==> src/common/ooo_pkg.sv <==
`default_nettype none

package ooo_pkg;

  // datapath word width
  parameter int xlen = 32;

  // architectural register index width, 32 integer registers
  parameter int reg_w = 5;
  parameter int num_regs = 1 << reg_w;

  // exception record split of one completion word
  parameter int cause_w = 4;
  parameter int badaddr_w = xlen - cause_w;

  typedef logic [reg_w-1:0] reg_idx_t;

  // functional unit class of the instruction sitting in decode
  typedef enum logic [1:0] {
    ARITH_S     = 2'd0,
    MUL_S       = 2'd1,
    DIV_S       = 2'd2,
    LOADSTORE_S = 2'd3
  } fu_type_t;

  // operand select
  // 0 and 1 read the register file, 2 and 3 bypass it
  typedef enum logic [1:0] {
    SRC_REG0 = 2'd0,
    SRC_REG1 = 2'd1,
    SRC_PC   = 2'd2,
    SRC_IMM  = 2'd3
  } src_sel_t;

  // on a load/store, source a set to this value marks a store
  parameter src_sel_t store_mark = SRC_REG1;

  // exception view of a completion word
  typedef struct packed {
    logic [cause_w-1:0]   cause;
    logic [badaddr_w-1:0] badaddr;
  } exc_rec_t;

  // a finished entry carries either its result or its exception record
  // the entry's exc flag selects the view
  typedef union packed {
    logic [xlen-1:0] result;
    exc_rec_t        exc;
  } cb_word_u;

  // true when the select pulls the operand from a register
  function automatic logic reads_reg(input src_sel_t sel);
    return (sel == SRC_REG0) || (sel == SRC_REG1);
  endfunction

endpackage

`default_nettype wire

==> src/hazard/hazard_unit.sv <==
`timescale 1ns/1ns
`default_nettype none

module hazard_unit import ooo_pkg::*; (
  input  logic     dispatch_valid,
  input  fu_type_t fu_type,
  input  src_sel_t source_a_sel,
  input  src_sel_t source_b_sel,
  input  logic     wen,
  input  logic     rs1_busy,
  input  logic     rs2_busy,
  input  logic     rd_busy,
  input  logic     busy_du,
  input  logic     busy_ls,
  input  logic     busy_decode,
  input  logic     rob_full,
  input  logic     rob_empty,
  input  logic     exc_pending,
  output logic     dispatch_ready,
  output logic     dispatch_fire,
  output logic     stall_fetch_decode,
  output logic     pc_en,
  output logic     data_hazard,
  output logic     structural_hazard
);

  logic rs1_hit;
  logic rs2_hit;
  logic rd_hit;
  logic store;
  logic store_wait;

  // a busy source only matters when the operand comes from the register file
  // pc and immediate selects never wait
  assign rs1_hit = reads_reg(source_a_sel) & rs1_busy;
  assign rs2_hit = reads_reg(source_b_sel) & rs2_busy;

  // waw on the destination, only if this instruction writes back
  assign rd_hit = wen & rd_busy;

  assign data_hazard = rs1_hit | rs2_hit | rd_hit;

  // divider and load/store unit are not pipelined
  // arith and mul accept a new op every cycle
  assign structural_hazard = ((fu_type == DIV_S) & busy_du) |
                             ((fu_type == LOADSTORE_S) & busy_ls);

  // stores go out in program order with nothing older in flight
  assign store      = (fu_type == LOADSTORE_S) & (source_a_sel == store_mark);
  assign store_wait = store & ~rob_empty;

  // any of these holds the instruction in decode
  // rob_full: no free tag to hand out
  // exc_pending: younger work is about to be flushed anyway
  assign stall_fetch_decode = data_hazard |
                              structural_hazard |
                              store_wait |
                              busy_decode |
                              rob_full |
                              exc_pending;

  assign dispatch_ready = ~stall_fetch_decode;

  // single place where a dispatch is decided
  // scoreboard and buffer act on this strobe only
  assign dispatch_fire = dispatch_valid & dispatch_ready;

  // fetch advances only while decode can drain
  assign pc_en = ~stall_fetch_decode;

endmodule

`default_nettype wire

==> src/hazard/reg_scoreboard.sv <==
`timescale 1ns/1ns
`default_nettype none

module reg_scoreboard import ooo_pkg::*; (
  input  logic     clk,
  input  logic     rst_n,
  input  reg_idx_t rs1,
  input  reg_idx_t rs2,
  input  reg_idx_t rd,
  input  logic     wen,
  input  logic     dispatch_fire,
  input  logic     commit_valid,
  input  reg_idx_t commit_rd,
  input  logic     commit_wen,
  input  logic     flush,
  output logic     rs1_busy,
  output logic     rs2_busy,
  output logic     rd_busy
);

  // one flop per register, x0 has none
  logic [num_regs-1:1] busy_q;
  logic [num_regs-1:1] busy_d;
  logic [num_regs-1:0] busy_vec;

  // x0 reads back as never busy
  assign busy_vec = {busy_q, 1'b0};

  assign rs1_busy = busy_vec[rs1];
  assign rs2_busy = busy_vec[rs2];
  assign rd_busy  = busy_vec[rd];

  always_comb begin
    busy_d = busy_q;
    for (int i = 1; i < num_regs; i++) begin
      // commit releases the destination
      if (commit_valid && commit_wen && (commit_rd == reg_idx_t'(i))) begin
        busy_d[i] = 1'b0;
      end
      // a new writer in the same cycle keeps it busy
      if (dispatch_fire && wen && (rd == reg_idx_t'(i))) begin
        busy_d[i] = 1'b1;
      end
    end
  end

  always_ff @(posedge clk or negedge rst_n) begin
    if (!rst_n) begin
      busy_q <= '0;
    end else if (flush) begin
      // everything in flight is discarded
      busy_q <= '0;
    end else begin
      busy_q <= busy_d;
    end
  end

endmodule

`default_nettype wire

==> src/completion_buffer/completion_buffer.sv <==
`timescale 1ns/1ns
`default_nettype none

module completion_buffer import ooo_pkg::*; #(
  parameter int cb_depth = 4,
  parameter int tag_w    = 2
) (
  input  logic             clk,
  input  logic             rst_n,
  input  logic             dispatch_fire,
  input  reg_idx_t         rd,
  input  logic             wen,
  input  logic [xlen-1:0]  pc,
  input  logic             wb_valid,
  input  logic [tag_w-1:0] wb_tag,
  input  logic             wb_exc,
  input  cb_word_u         wb_word,
  input  logic             flush,
  output logic [tag_w-1:0] alloc_tag,
  output logic             rob_full,
  output logic             rob_empty,
  output logic             commit_valid,
  output reg_idx_t         commit_rd,
  output logic             commit_wen,
  output cb_word_u         commit_word,
  output logic [tag_w-1:0] commit_tag,
  output logic             head_exc,
  output cb_word_u         head_word,
  output logic [xlen-1:0]  head_pc
);

  localparam logic [tag_w:0] full_count = (tag_w+1)'(cb_depth);

  // entry payload, written at dispatch and writeback
  reg_idx_t        ent_rd   [cb_depth];
  logic [xlen-1:0] ent_pc   [cb_depth];
  cb_word_u        ent_word [cb_depth];
  logic [cb_depth-1:0] ent_wen;

  // entry status
  logic [cb_depth-1:0] ent_done;
  logic [cb_depth-1:0] ent_exc;

  // head is the oldest entry, tail the next free slot
  logic [tag_w-1:0] head_q;
  logic [tag_w-1:0] tail_q;
  logic [tag_w:0]   count_q;
  logic             head_done;

  assign rob_empty = (count_q == '0);
  assign rob_full  = (count_q == full_count);
  assign alloc_tag = tail_q;

  // head finished, either way
  assign head_done = ~rob_empty & ent_done[head_q];

  // clean result retires, faulting one parks at the head until flush
  assign commit_valid = head_done & ~ent_exc[head_q];
  assign head_exc     = head_done & ent_exc[head_q];

  assign commit_rd   = ent_rd[head_q];
  assign commit_wen  = ent_wen[head_q];
  assign commit_word = ent_word[head_q];
  assign commit_tag  = head_q;

  // exception reporter reads the same word through the exc view
  assign head_word = ent_word[head_q];
  assign head_pc   = ent_pc[head_q];

  // pointers and occupancy
  always_ff @(posedge clk or negedge rst_n) begin
    if (!rst_n) begin
      head_q  <= '0;
      tail_q  <= '0;
      count_q <= '0;
    end else if (flush) begin
      head_q  <= '0;
      tail_q  <= '0;
      count_q <= '0;
    end else begin
      // pointer wrap is free for a power of two depth
      if (dispatch_fire) begin
        tail_q <= tail_q + 1'b1;
      end
      if (commit_valid) begin
        head_q <= head_q + 1'b1;
      end
      case ({dispatch_fire, commit_valid})
        2'b10:   count_q <= count_q + 1'b1;
        2'b01:   count_q <= count_q - 1'b1;
        default: count_q <= count_q;
      endcase
    end
  end

  // done and exc flags per entry
  always_ff @(posedge clk or negedge rst_n) begin
    if (!rst_n) begin
      ent_done <= '0;
      ent_exc  <= '0;
    end else if (flush) begin
      ent_done <= '0;
      ent_exc  <= '0;
    end else begin
      // fresh entry starts not done
      if (dispatch_fire) begin
        ent_done[tail_q] <= 1'b0;
        ent_exc[tail_q]  <= 1'b0;
      end
      // writeback may land on any in-flight tag, any order
      if (wb_valid) begin
        ent_done[wb_tag] <= 1'b1;
        ent_exc[wb_tag]  <= wb_exc;
      end
    end
  end

  // payload storage
  always_ff @(posedge clk) begin
    if (dispatch_fire) begin
      ent_rd[tail_q]  <= rd;
      ent_wen[tail_q] <= wen;
      ent_pc[tail_q]  <= pc;
    end
    if (wb_valid) begin
      ent_word[wb_tag] <= wb_word;
    end
  end

endmodule

`default_nettype wire

==> src/design/exception_reporter.sv <==
`timescale 1ns/1ns
`default_nettype none

module exception_reporter import ooo_pkg::*; (
  input  logic                 clk,
  input  logic                 rst_n,
  input  logic                 head_exc,
  input  cb_word_u             head_word,
  input  logic [xlen-1:0]      head_pc,
  input  logic                 exc_ack,
  output logic                 exc_req,
  output logic [cause_w-1:0]   exc_cause,
  output logic [badaddr_w-1:0] exc_badaddr,
  output logic [xlen-1:0]      exc_epc,
  output logic                 exc_pending,
  output logic                 flush
);

  // fsm states
  localparam logic [1:0] st_idle  = 2'd0;
  localparam logic [1:0] st_req   = 2'd1;
  localparam logic [1:0] st_wrel  = 2'd2;
  localparam logic [1:0] st_flush = 2'd3;

  logic [1:0] state_q;
  logic [1:0] state_d;

  always_comb begin
    state_d = state_q;
    case (state_q)
      // faulting head seen, raise req next cycle
      st_idle:  if (head_exc) state_d = st_req;
      // hold req until privilege block acks
      st_req:   if (exc_ack) state_d = st_wrel;
      // req is down, wait for ack to drop
      st_wrel:  if (!exc_ack) state_d = st_flush;
      // one cycle of flush then back to idle
      default:  state_d = st_idle;
    endcase
  end

  always_ff @(posedge clk or negedge rst_n) begin
    if (!rst_n) begin
      state_q <= st_idle;
    end else begin
      state_q <= state_d;
    end
  end

  // capture the record once, stays put through the whole handshake
  always_ff @(posedge clk) begin
    if ((state_q == st_idle) && head_exc) begin
      exc_cause   <= head_word.exc.cause;
      exc_badaddr <= head_word.exc.badaddr;
      exc_epc     <= head_pc;
    end
  end

  assign exc_req = (state_q == st_req);
  assign flush   = (state_q == st_flush);

  // blocks dispatch from the first sighting until the flush cycle ends
  assign exc_pending = head_exc | (state_q != st_idle);

endmodule

`default_nettype wire

==> src/design/ooo_issue_ctrl.sv <==
`timescale 1ns/1ns
`default_nettype none

module ooo_issue_ctrl import ooo_pkg::*; #(
  parameter int cb_depth = 4,
  parameter int tag_w    = 2
) (
  input  logic                 clk,
  input  logic                 rst_n,
  // dispatch side
  input  logic                 dispatch_valid,
  input  fu_type_t             fu_type,
  input  src_sel_t             source_a_sel,
  input  src_sel_t             source_b_sel,
  input  reg_idx_t             rs1,
  input  reg_idx_t             rs2,
  input  reg_idx_t             rd,
  input  logic                 wen,
  input  logic [xlen-1:0]      pc,
  input  logic                 busy_du,
  input  logic                 busy_ls,
  input  logic                 busy_decode,
  output logic                 dispatch_ready,
  output logic                 dispatch_fire,
  output logic                 stall_fetch_decode,
  output logic                 pc_en,
  output logic                 data_hazard,
  output logic                 structural_hazard,
  output logic [tag_w-1:0]     alloc_tag,
  output logic                 rob_full,
  output logic                 rob_empty,
  // writeback side
  input  logic                 wb_valid,
  input  logic [tag_w-1:0]     wb_tag,
  input  logic                 wb_exc,
  input  cb_word_u             wb_word,
  // commit side
  output logic                 commit_valid,
  output reg_idx_t             commit_rd,
  output logic                 commit_wen,
  output cb_word_u             commit_word,
  output logic [tag_w-1:0]     commit_tag,
  // exception link to privilege block
  output logic                 exc_req,
  output logic [cause_w-1:0]   exc_cause,
  output logic [badaddr_w-1:0] exc_badaddr,
  output logic [xlen-1:0]      exc_epc,
  input  logic                 exc_ack,
  output logic                 flush
);

  // scoreboard to hazard unit
  logic rs1_busy;
  logic rs2_busy;
  logic rd_busy;

  // buffer head to exception reporter
  logic            head_exc;
  cb_word_u        head_word;
  logic [xlen-1:0] head_pc;
  logic            exc_pending;

  hazard_unit hazard_unit0 (.*);

  reg_scoreboard reg_scoreboard0 (.*);

  completion_buffer #(
    .cb_depth (cb_depth),
    .tag_w    (tag_w)
  ) completion_buffer0 (.*);

  exception_reporter exception_reporter0 (.*);

endmodule

`default_nettype wire

==> config.mk <==
export PLATFORM = sky130hd
export DESIGN_NAME = ooo_issue_ctrl
export DESIGN_NICKNAME = d
export VERILOG_FILES = /design/src/common/ooo_pkg.sv /design/src/hazard/hazard_unit.sv /design/src/hazard/reg_scoreboard.sv /design/src/completion_buffer/completion_buffer.sv /design/src/design/exception_reporter.sv /design/src/design/ooo_issue_ctrl.sv
export SDC_FILE = /design/constraint.sdc
export NUM_CORES = 1
export LEC_CHECK = 0
export BUFFER_PORTS_ARGS = -buffer_cell sky130_fd_sc_hd__buf_2
export CORE_MARGIN = 1.5
export CORE_UTILIZATION = 55
export DETAILED_ROUTE_END_ITERATION = 10
export PLACE_DENSITY = 0.79
export SLEW_MARGIN = 15
export SYNTH_ARGS = -nofsm -noshare
export SYNTH_HDL_FRONTEND = slang
export SYNTH_SLANG_ARGS = --single-unit
==> constraint.sdc <==
create_clock -name clk -period 5.5 [get_ports clk]
set_input_delay 1.1 -clock clk [delete_from_list [all_inputs] [get_ports clk]]
set_output_delay 1.1 -clock clk [all_outputs]
set_load 0.02 [all_outputs]
---- Word level (Yosys, flattened, before mapping) ----
Memories as Yosys holds them, arrays and structs flattened. A register that Yosys moved wholly into a read port is not among the register bits.
Index checks and enable logic that the tools add are counted.
storage, ports and cells
  register bits after elaboration ......... 84
  bits in latches ......................... 0
  bits in writable memories ............... 276
  bits in read-only memories .............. 0
  bits of input ports ..................... 97
  output and inout port bits .............. 117
  logic and storage cells ................. 369
  memories kept ........................... 3
operators by class
  add/subtract/negate cells ............... 4
  $mul .................................... 0
  div/mod/pow operators ................... 0
  order comparisons ....................... 8
  equal/unequal tests ..................... 75
  shift operators ......................... 0
  muxes and demuxes ....................... 103
  bitwise gates (word level) .............. 27
  reduce and logical (&&, ||, !) cells .... 109
memory list
  name                         words  bits a word  read ports  clocked after Yosys merged registers in  wr ports  RTL line                 text
  completion_buffer0.ent_pc    4      32           1           1                                        1         completion_buffer.sv:36  logic [xlen-1:0] ent_pc [cb_depth];
  completion_buffer0.ent_word  4      32           1           0                                        1         completion_buffer.sv:37  cb_word_u ent_word [cb_depth];
  completion_buffer0.ent_rd    4      5            1           0                                        1         completion_buffer.sv:35  reg_idx_t ent_rd [cb_depth];
operator list
  cell                                                                           count
  5-bit == test (second input constant)                                          32
  3-bit nonzero test                                                             32
  5-bit by 4-bit == test with 1-bit output (second input constant)               16
  1-bit two-way mux                                                              74
  1-bit logical AND                                                              67
  5-bit by 3-bit == test with 1-bit output (second input constant)               8
  4-bit two-way mux                                                              8
  31-bit two-way mux                                                             1
  5-bit by 2-bit == test with 1-bit output (second input constant)               4
  5-bit by 6-bit less-than comparator with 1-bit output (second input constant)  3
  1-bit binary-select mux with 5-bit select                                      3
  2-bit two-way mux                                                              7
  1-bit AND                                                                      11
  2-bit == test (second input constant)                                          5
  5-bit by 1-bit == test with 1-bit output (second input constant)               2
  2-bit by 3-bit less-than comparator with 1-bit output (second input constant)  3
  1-bit bitwise OR                                                               9
  4-bit AND                                                                      2
  4-bit bitwise mux                                                              2
  2-bit by 1-bit == test with 1-bit output (second input constant)               4
  1-bit binary-select mux with 2-bit select                                      3
  2-bit zero test                                                                3
  2-bit one-hot mux with 3 select lines                                          1
  3-bit one-hot mux with 2 select lines                                          1
  other kinds (16)                                                               25

---- Longest topological paths before layout ----
  depth in word-level cells ............... 17
  gate-level depth with buffers ........... 14
  depth with buffers taken out ............ 13

---- Hierarchy ----
Synthesis repeated with hierarchy kept, for this count alone.
second synthesis, totals
  cell total of the unflattened synthesis .. 838
  area total of the unflattened synthesis .. 15732.6 um2
modules (own cells, without submodules)
  module              instances  cells an instance  area an instance (um2)  sequential area each (um2)
  completion_buffer   1          509                11264.6                 8783.4
  reg_scoreboard      1          236                2292.2                  775.7
  exception_reporter  1          79                 2085.8                  1971.9
  hazard_unit         1          14                 90.1                    0.0

---- Worst setup path after synthesis ----
OpenSTA, ideal clock, no wires.
  kind .................................... in2reg
  start point ............................. in rs1[0]
  end point ............................... mem completion_buffer0.ent_pc[0][0] (enable)
  setup time .............................. 433 ps
  arrival time ............................ 4612 ps
  required time ........................... 5067 ps
  slack ................................... 455 ps
  cell stages on the path ................. 8
  path buffers ............................ 2
  path through ............................ buf_2 -> mux4_2 -> mux4_2 -> o221ai_1 -> and4b_1 -> inv_2 -> buf_2 -> nor2_1
between the ends
  cells in the longest elaborated chain, start to end .. 14
ends and longest elaborated chain
  what                                       RTL line                  text
  start, declared                            ooo_issue_ctrl.sv:15      input reg_idx_t rs1,
  1-bit binary-select mux with 5-bit select  reg_scoreboard.sv:29      assign rs1_busy = busy_vec[rs1];
  1-bit two-way mux (not written as such)    reg_scoreboard.sv:29
  1-bit AND                                  hazard_unit.sv:35         assign rs1_hit = reads_reg(source_a_sel) & rs1_busy;
  1-bit bitwise OR (2 in a row)              hazard_unit.sv:41         assign data_hazard = rs1_hit | rs2_hit | rd_hit;
  1-bit bitwise OR                           hazard_unit.sv:55         assign stall_fetch_decode = data_hazard |
  1-bit bitwise OR                           hazard_unit.sv:56         structural_hazard |
  1-bit bitwise OR                           hazard_unit.sv:57         store_wait |
  1-bit bitwise OR                           hazard_unit.sv:58         busy_decode |
  1-bit bitwise OR                           hazard_unit.sv:59         rob_full |
  1-bit NOT                                  hazard_unit.sv:62         assign dispatch_ready = ~stall_fetch_decode;
  1-bit AND                                  hazard_unit.sv:66         assign dispatch_fire = dispatch_valid & dispatch_ready;
  1-bit two-way mux                          completion_buffer.sv:120  if (dispatch_fire) begin
  1-bit two-way mux (not written as such)    completion_buffer.sv:123  ent_pc[tail_q] <= pc;
  end, declared                              completion_buffer.sv:36
No other way between the ends. The select of a mux whose other input is x is not followed.

---- Final worst setup path ----
  start point ............................. in rs1[0]
  end point ............................... out stall_fetch_decode
between the ends
  cells in the longest elaborated chain, start to end .. 10
ends and longest elaborated chain
  what                                       RTL line              text
  1-bit binary-select mux with 5-bit select  reg_scoreboard.sv:29
  1-bit two-way mux (not written as such)    reg_scoreboard.sv:29
  1-bit AND                                  hazard_unit.sv:35
  1-bit bitwise OR (2 in a row)              hazard_unit.sv:41
  1-bit bitwise OR                           hazard_unit.sv:55
  1-bit bitwise OR                           hazard_unit.sv:56
  1-bit bitwise OR                           hazard_unit.sv:57
  1-bit bitwise OR                           hazard_unit.sv:58
  1-bit bitwise OR                           hazard_unit.sv:59
  end, declared                              ooo_issue_ctrl.sv:25  output logic stall_fetch_decode,
No other way between the ends. The select of a mux whose other input is x is not followed.

==> metrics.md <==
| Metric | Value |
|---|---|
| Number of gates resized after cts | `0` |
| Area of the multi-input gates | `around 3800 µm²` |
| Detailed Routing Iterations Pass 1 | `5` |
| Core region area | `27800 µm²` |
| Leak pwr | `between 6 and 7 nW` |
| Worst IR Drop VDD | `271 µV` |
| Drt wl/cell | `around 23 µm` |
| Post-synthesis instance total | `800` |
| GRT overflow | `0` |
| Syn nets | `908` |
| Ports | `~210` |
| Status | `completed` |
| Setup-failing EPs final | `0` |
| Max Cap Viol | `0` |
| Worst Hold Class | `reg2reg` |
| Synth Cell Area | `~16000 µm²` |
| Syn Area/Cell | `about 19 µm²` |
| Fillers | `~1900` |
| Ratio of cells with drive above 1 in the final layout | `a little under two fifths` |
| R2R Setup Slk | `1860 ps` |
| Crit. End Element | `primary output` |
| Max-slew violation count | `0` |
| Clock buffer depth | `3` |
| Yosys warnings | `0` |
| Pin count of the biggest net entering global routing | `66` |
| Die area | `between 20000 and 30000 µm²` |
| Total Routed Length | `about 33 mm` |
| Sequential element share of the synthesized area | `74.4%` |
| Worst path max stage delay | `around 540 ps` |
| Startpoint types | `input pin` |
| Initial Utilization | `a little under three fifths` |
| CTS Hold Bufs | `0` |
| Clock skew | `20.2 ps` |
| DR iter-0 viols | `approximately 830` |
| Initial antenna violation count | `3` |
| Crit-path cells | `buf_2 -> mux4_2 -> mux4_2 -> o221ai_1 -> nand2_1 -> or3_1 -> buf_2` |
| Nets | `about 1100` |
| Fin crit share | `81.1%` |
| #FFs+latches synth | `392` |
| Post-CTS Setup Bufs | `0` |
| Die Width | `171 µm` |
| EDFF count, synth | `344` |
| Remaining routing DRC violations | `0` |
| Clock transition at path regs | `approximately 60 ps` |
| Fin crit period | `between 4000 and 5000 ps` |
| CTS Root Cell | `clkbuf_16` |
| Final antenna-violating net count | `0` |
| First-pass GRT wire length | `~51 mm` |
| CP Class | `in2out` |
| Routability cong. | `between 0.9 and 1` |
| Synth unique cells | `50` |
| Die height | `171 µm` |
| Most frequent cells in the layout | `edfxtp_1 (344), buf_2 (211), mux4_2 (91)` |
| Worst-Margin Slew | `987 ps` |
| Post-DP HPWL | `approximately 20 mm` |
| Layout area overhead | `17.5%` |
| CTS H-tree lvls | `2` |
| Total CTS buffers | `39` |
| Vias | `8529` |
| Fin Setup TNS | `0 ps` |
| F_max | `224 MHz` |
| Register area | `about 12000 µm²` |
| Crit path max fanout | `9` |
| Clk sinks | `around 390` |
| Crit path arrival time | `3360 ps` |
| Final hold slack | `566 ps` |
| Number of global-route vias before repair | `around 8700` |
| WP data required | `approximately 4400 ps` |
| Overall Global Routing Usage | `a little under a quarter` |
| Unrepaired setup endpoints after global routing | `no` |
| Clk_lat worst skew | `around 520 ps` |
| Pwr dens | `roughly 470 nW/µm²` |
| CP max-delay cell | `mux4_2` |
| Row count | `between 60 and 70` |
| Dominant synthesized flop cell | `edfxtp_1` |
| Vias per cell | `between 5 and 6` |
| TritonCTS clock tree | `yes` |
| Post-synth ARST share | `between 10% and 20%` |
| Fin. Hold Viols | `0` |
| Port Buffer Count | `212` |
| Relative slew margins | `between 30 and 40%` |
| Commonest non-fill, non-tap cell in the layout | `edfxtp_1` |
-- cell families after synthesis --
family | Yosys count | synth area share, %
flops | 392 | 74.4
fa+ha+maj | 11 | 0.936
xor+xnor | 4 | 0.226
buf+inv | 63 | 1.73
compound gates | 102 | 4.55
simple gates | 121 | 3.89
mux | 107 | 14.3
-- cell usage after synthesis (2+ instances only) --
cell,n,area share [%]
ha_1,10,0.81
dfrtp_1,48,7.7
a211oi_1,3,0.15
nand4b_1,2,0.11
buf_2,7,0.23
o21ai_0,22,0.71
a22oi_1,2,0.097
o31ai_1,17,0.82
nor3_1,3,0.097
and4b_1,2,0.13
mux4_2,91,13
clkbuf_1,21,0.51
a221oi_1,2,0.11
inv_1,20,0.48
a21oi_1,10,0.32
xor2_1,2,0.11
buf_4,2,0.097
nand3b_1,4,0.19
nand2b_1,4,0.16
mux2_2,7,0.51
o41ai_1,6,0.34
edfxtp_1,344,67
buf_1,10,0.24
a31oi_1,2,0.081
nor3b_1,2,0.097
nor2_1,30,0.73
buf_6,2,0.15
mux2i_1,9,0.58
nand3_1,6,0.19
or2_2,2,0.081
nand4_1,3,0.12
xnor2_1,2,0.11
and2_1,4,0.16
o211ai_1,31,1.5
nand2_1,37,0.90
nor4_1,4,0.16
or3_1,5,0.20
nor2b_1,10,0.40
-- critical path, delay by kind of cell --
kind                   cells  cell delay, ps
buffers and inverters      2             410
AND/OR/NAND/NOR            2             500
multiplexers               2            1050
AO/OA/AOI/OAI              1             300
-- sequential cells by signal, indices dropped and copies added, names as in the netlist, 20 cells and up --
| register | flops |
|---|---|
| completion_buffer0.ent_pc | 128 |
| completion_buffer0.ent_word | 128 |
| exception_reporter0.exc_epc | 32 |
| reg_scoreboard0.busy_q | 31 |
| exception_reporter0.exc_badaddr | 28 |
| completion_buffer0.ent_rd | 20 |
-- area by class of cell --
type,count,area share [%]
flip-flops and latches,392,63.3
inverters,21,0.433
repair buffers,226,6.62
diodes,4,0.0549
well taps,378,2.60
clock inverters,18,0.522
multi-input cells,345,20.6
clock buffers,51,5.84
-- report_power, final --
part / leakage [nW] / switching (mW) / internal, mW
clock: 0.566 / 1.05 / 1.37
sequential: 3.76 / 0.161 / 3.68
combinational: 2.08 / 1.37 / 0.857
-- worst paths after layout --
| kind | depth (start not counted) | start | end |
|---|---|---|---|
| worst max-delay path | 7 | rs1[0] | stall_fetch_decode |
| worst min-delay path | 2 | completion_buffer0.ent_exc[0] | completion_buffer0.ent_exc[0] |
| worst max register to register | 12 | completion_buffer0.commit_tag[0] | completion_buffer0.count_q[2] |
| worst min register to register | 2 | completion_buffer0.ent_exc[0] | completion_buffer0.ent_exc[0] |
| max in group asynchronous | 1 | rst_n | completion_buffer0.commit_tag[1] |
| min in group asynchronous | 1 | rst_n | reg_scoreboard0.busy_q[16] |
-- routing by layer --
layer  up-vias  global-route usage [%]  share of wire [%]
li1       3716                       -                  -
met1      4293                    30.4                 37
met2       431                    39.9                 51
met3        89                    4.49                8.3
met4         0                    8.31                3.3
met5         -                       0                  0
-- stage by stage --
step,setup WS [ps],power (mW),util [%],area [µm²],instances
after detailed placement,983,6.13,61.4,17000,1362
after global placement,1040,6.08,61.4,17000,1362
final,1040,8.49,65.6,18200,1435
after global routing,938,8.85,65.6,18200,1434
after CTS,1050,8.55,65.5,18200,1431
after floorplan,455,5.42,-,15500,800
Note: power is estimated with default switching activity, not from simulation.
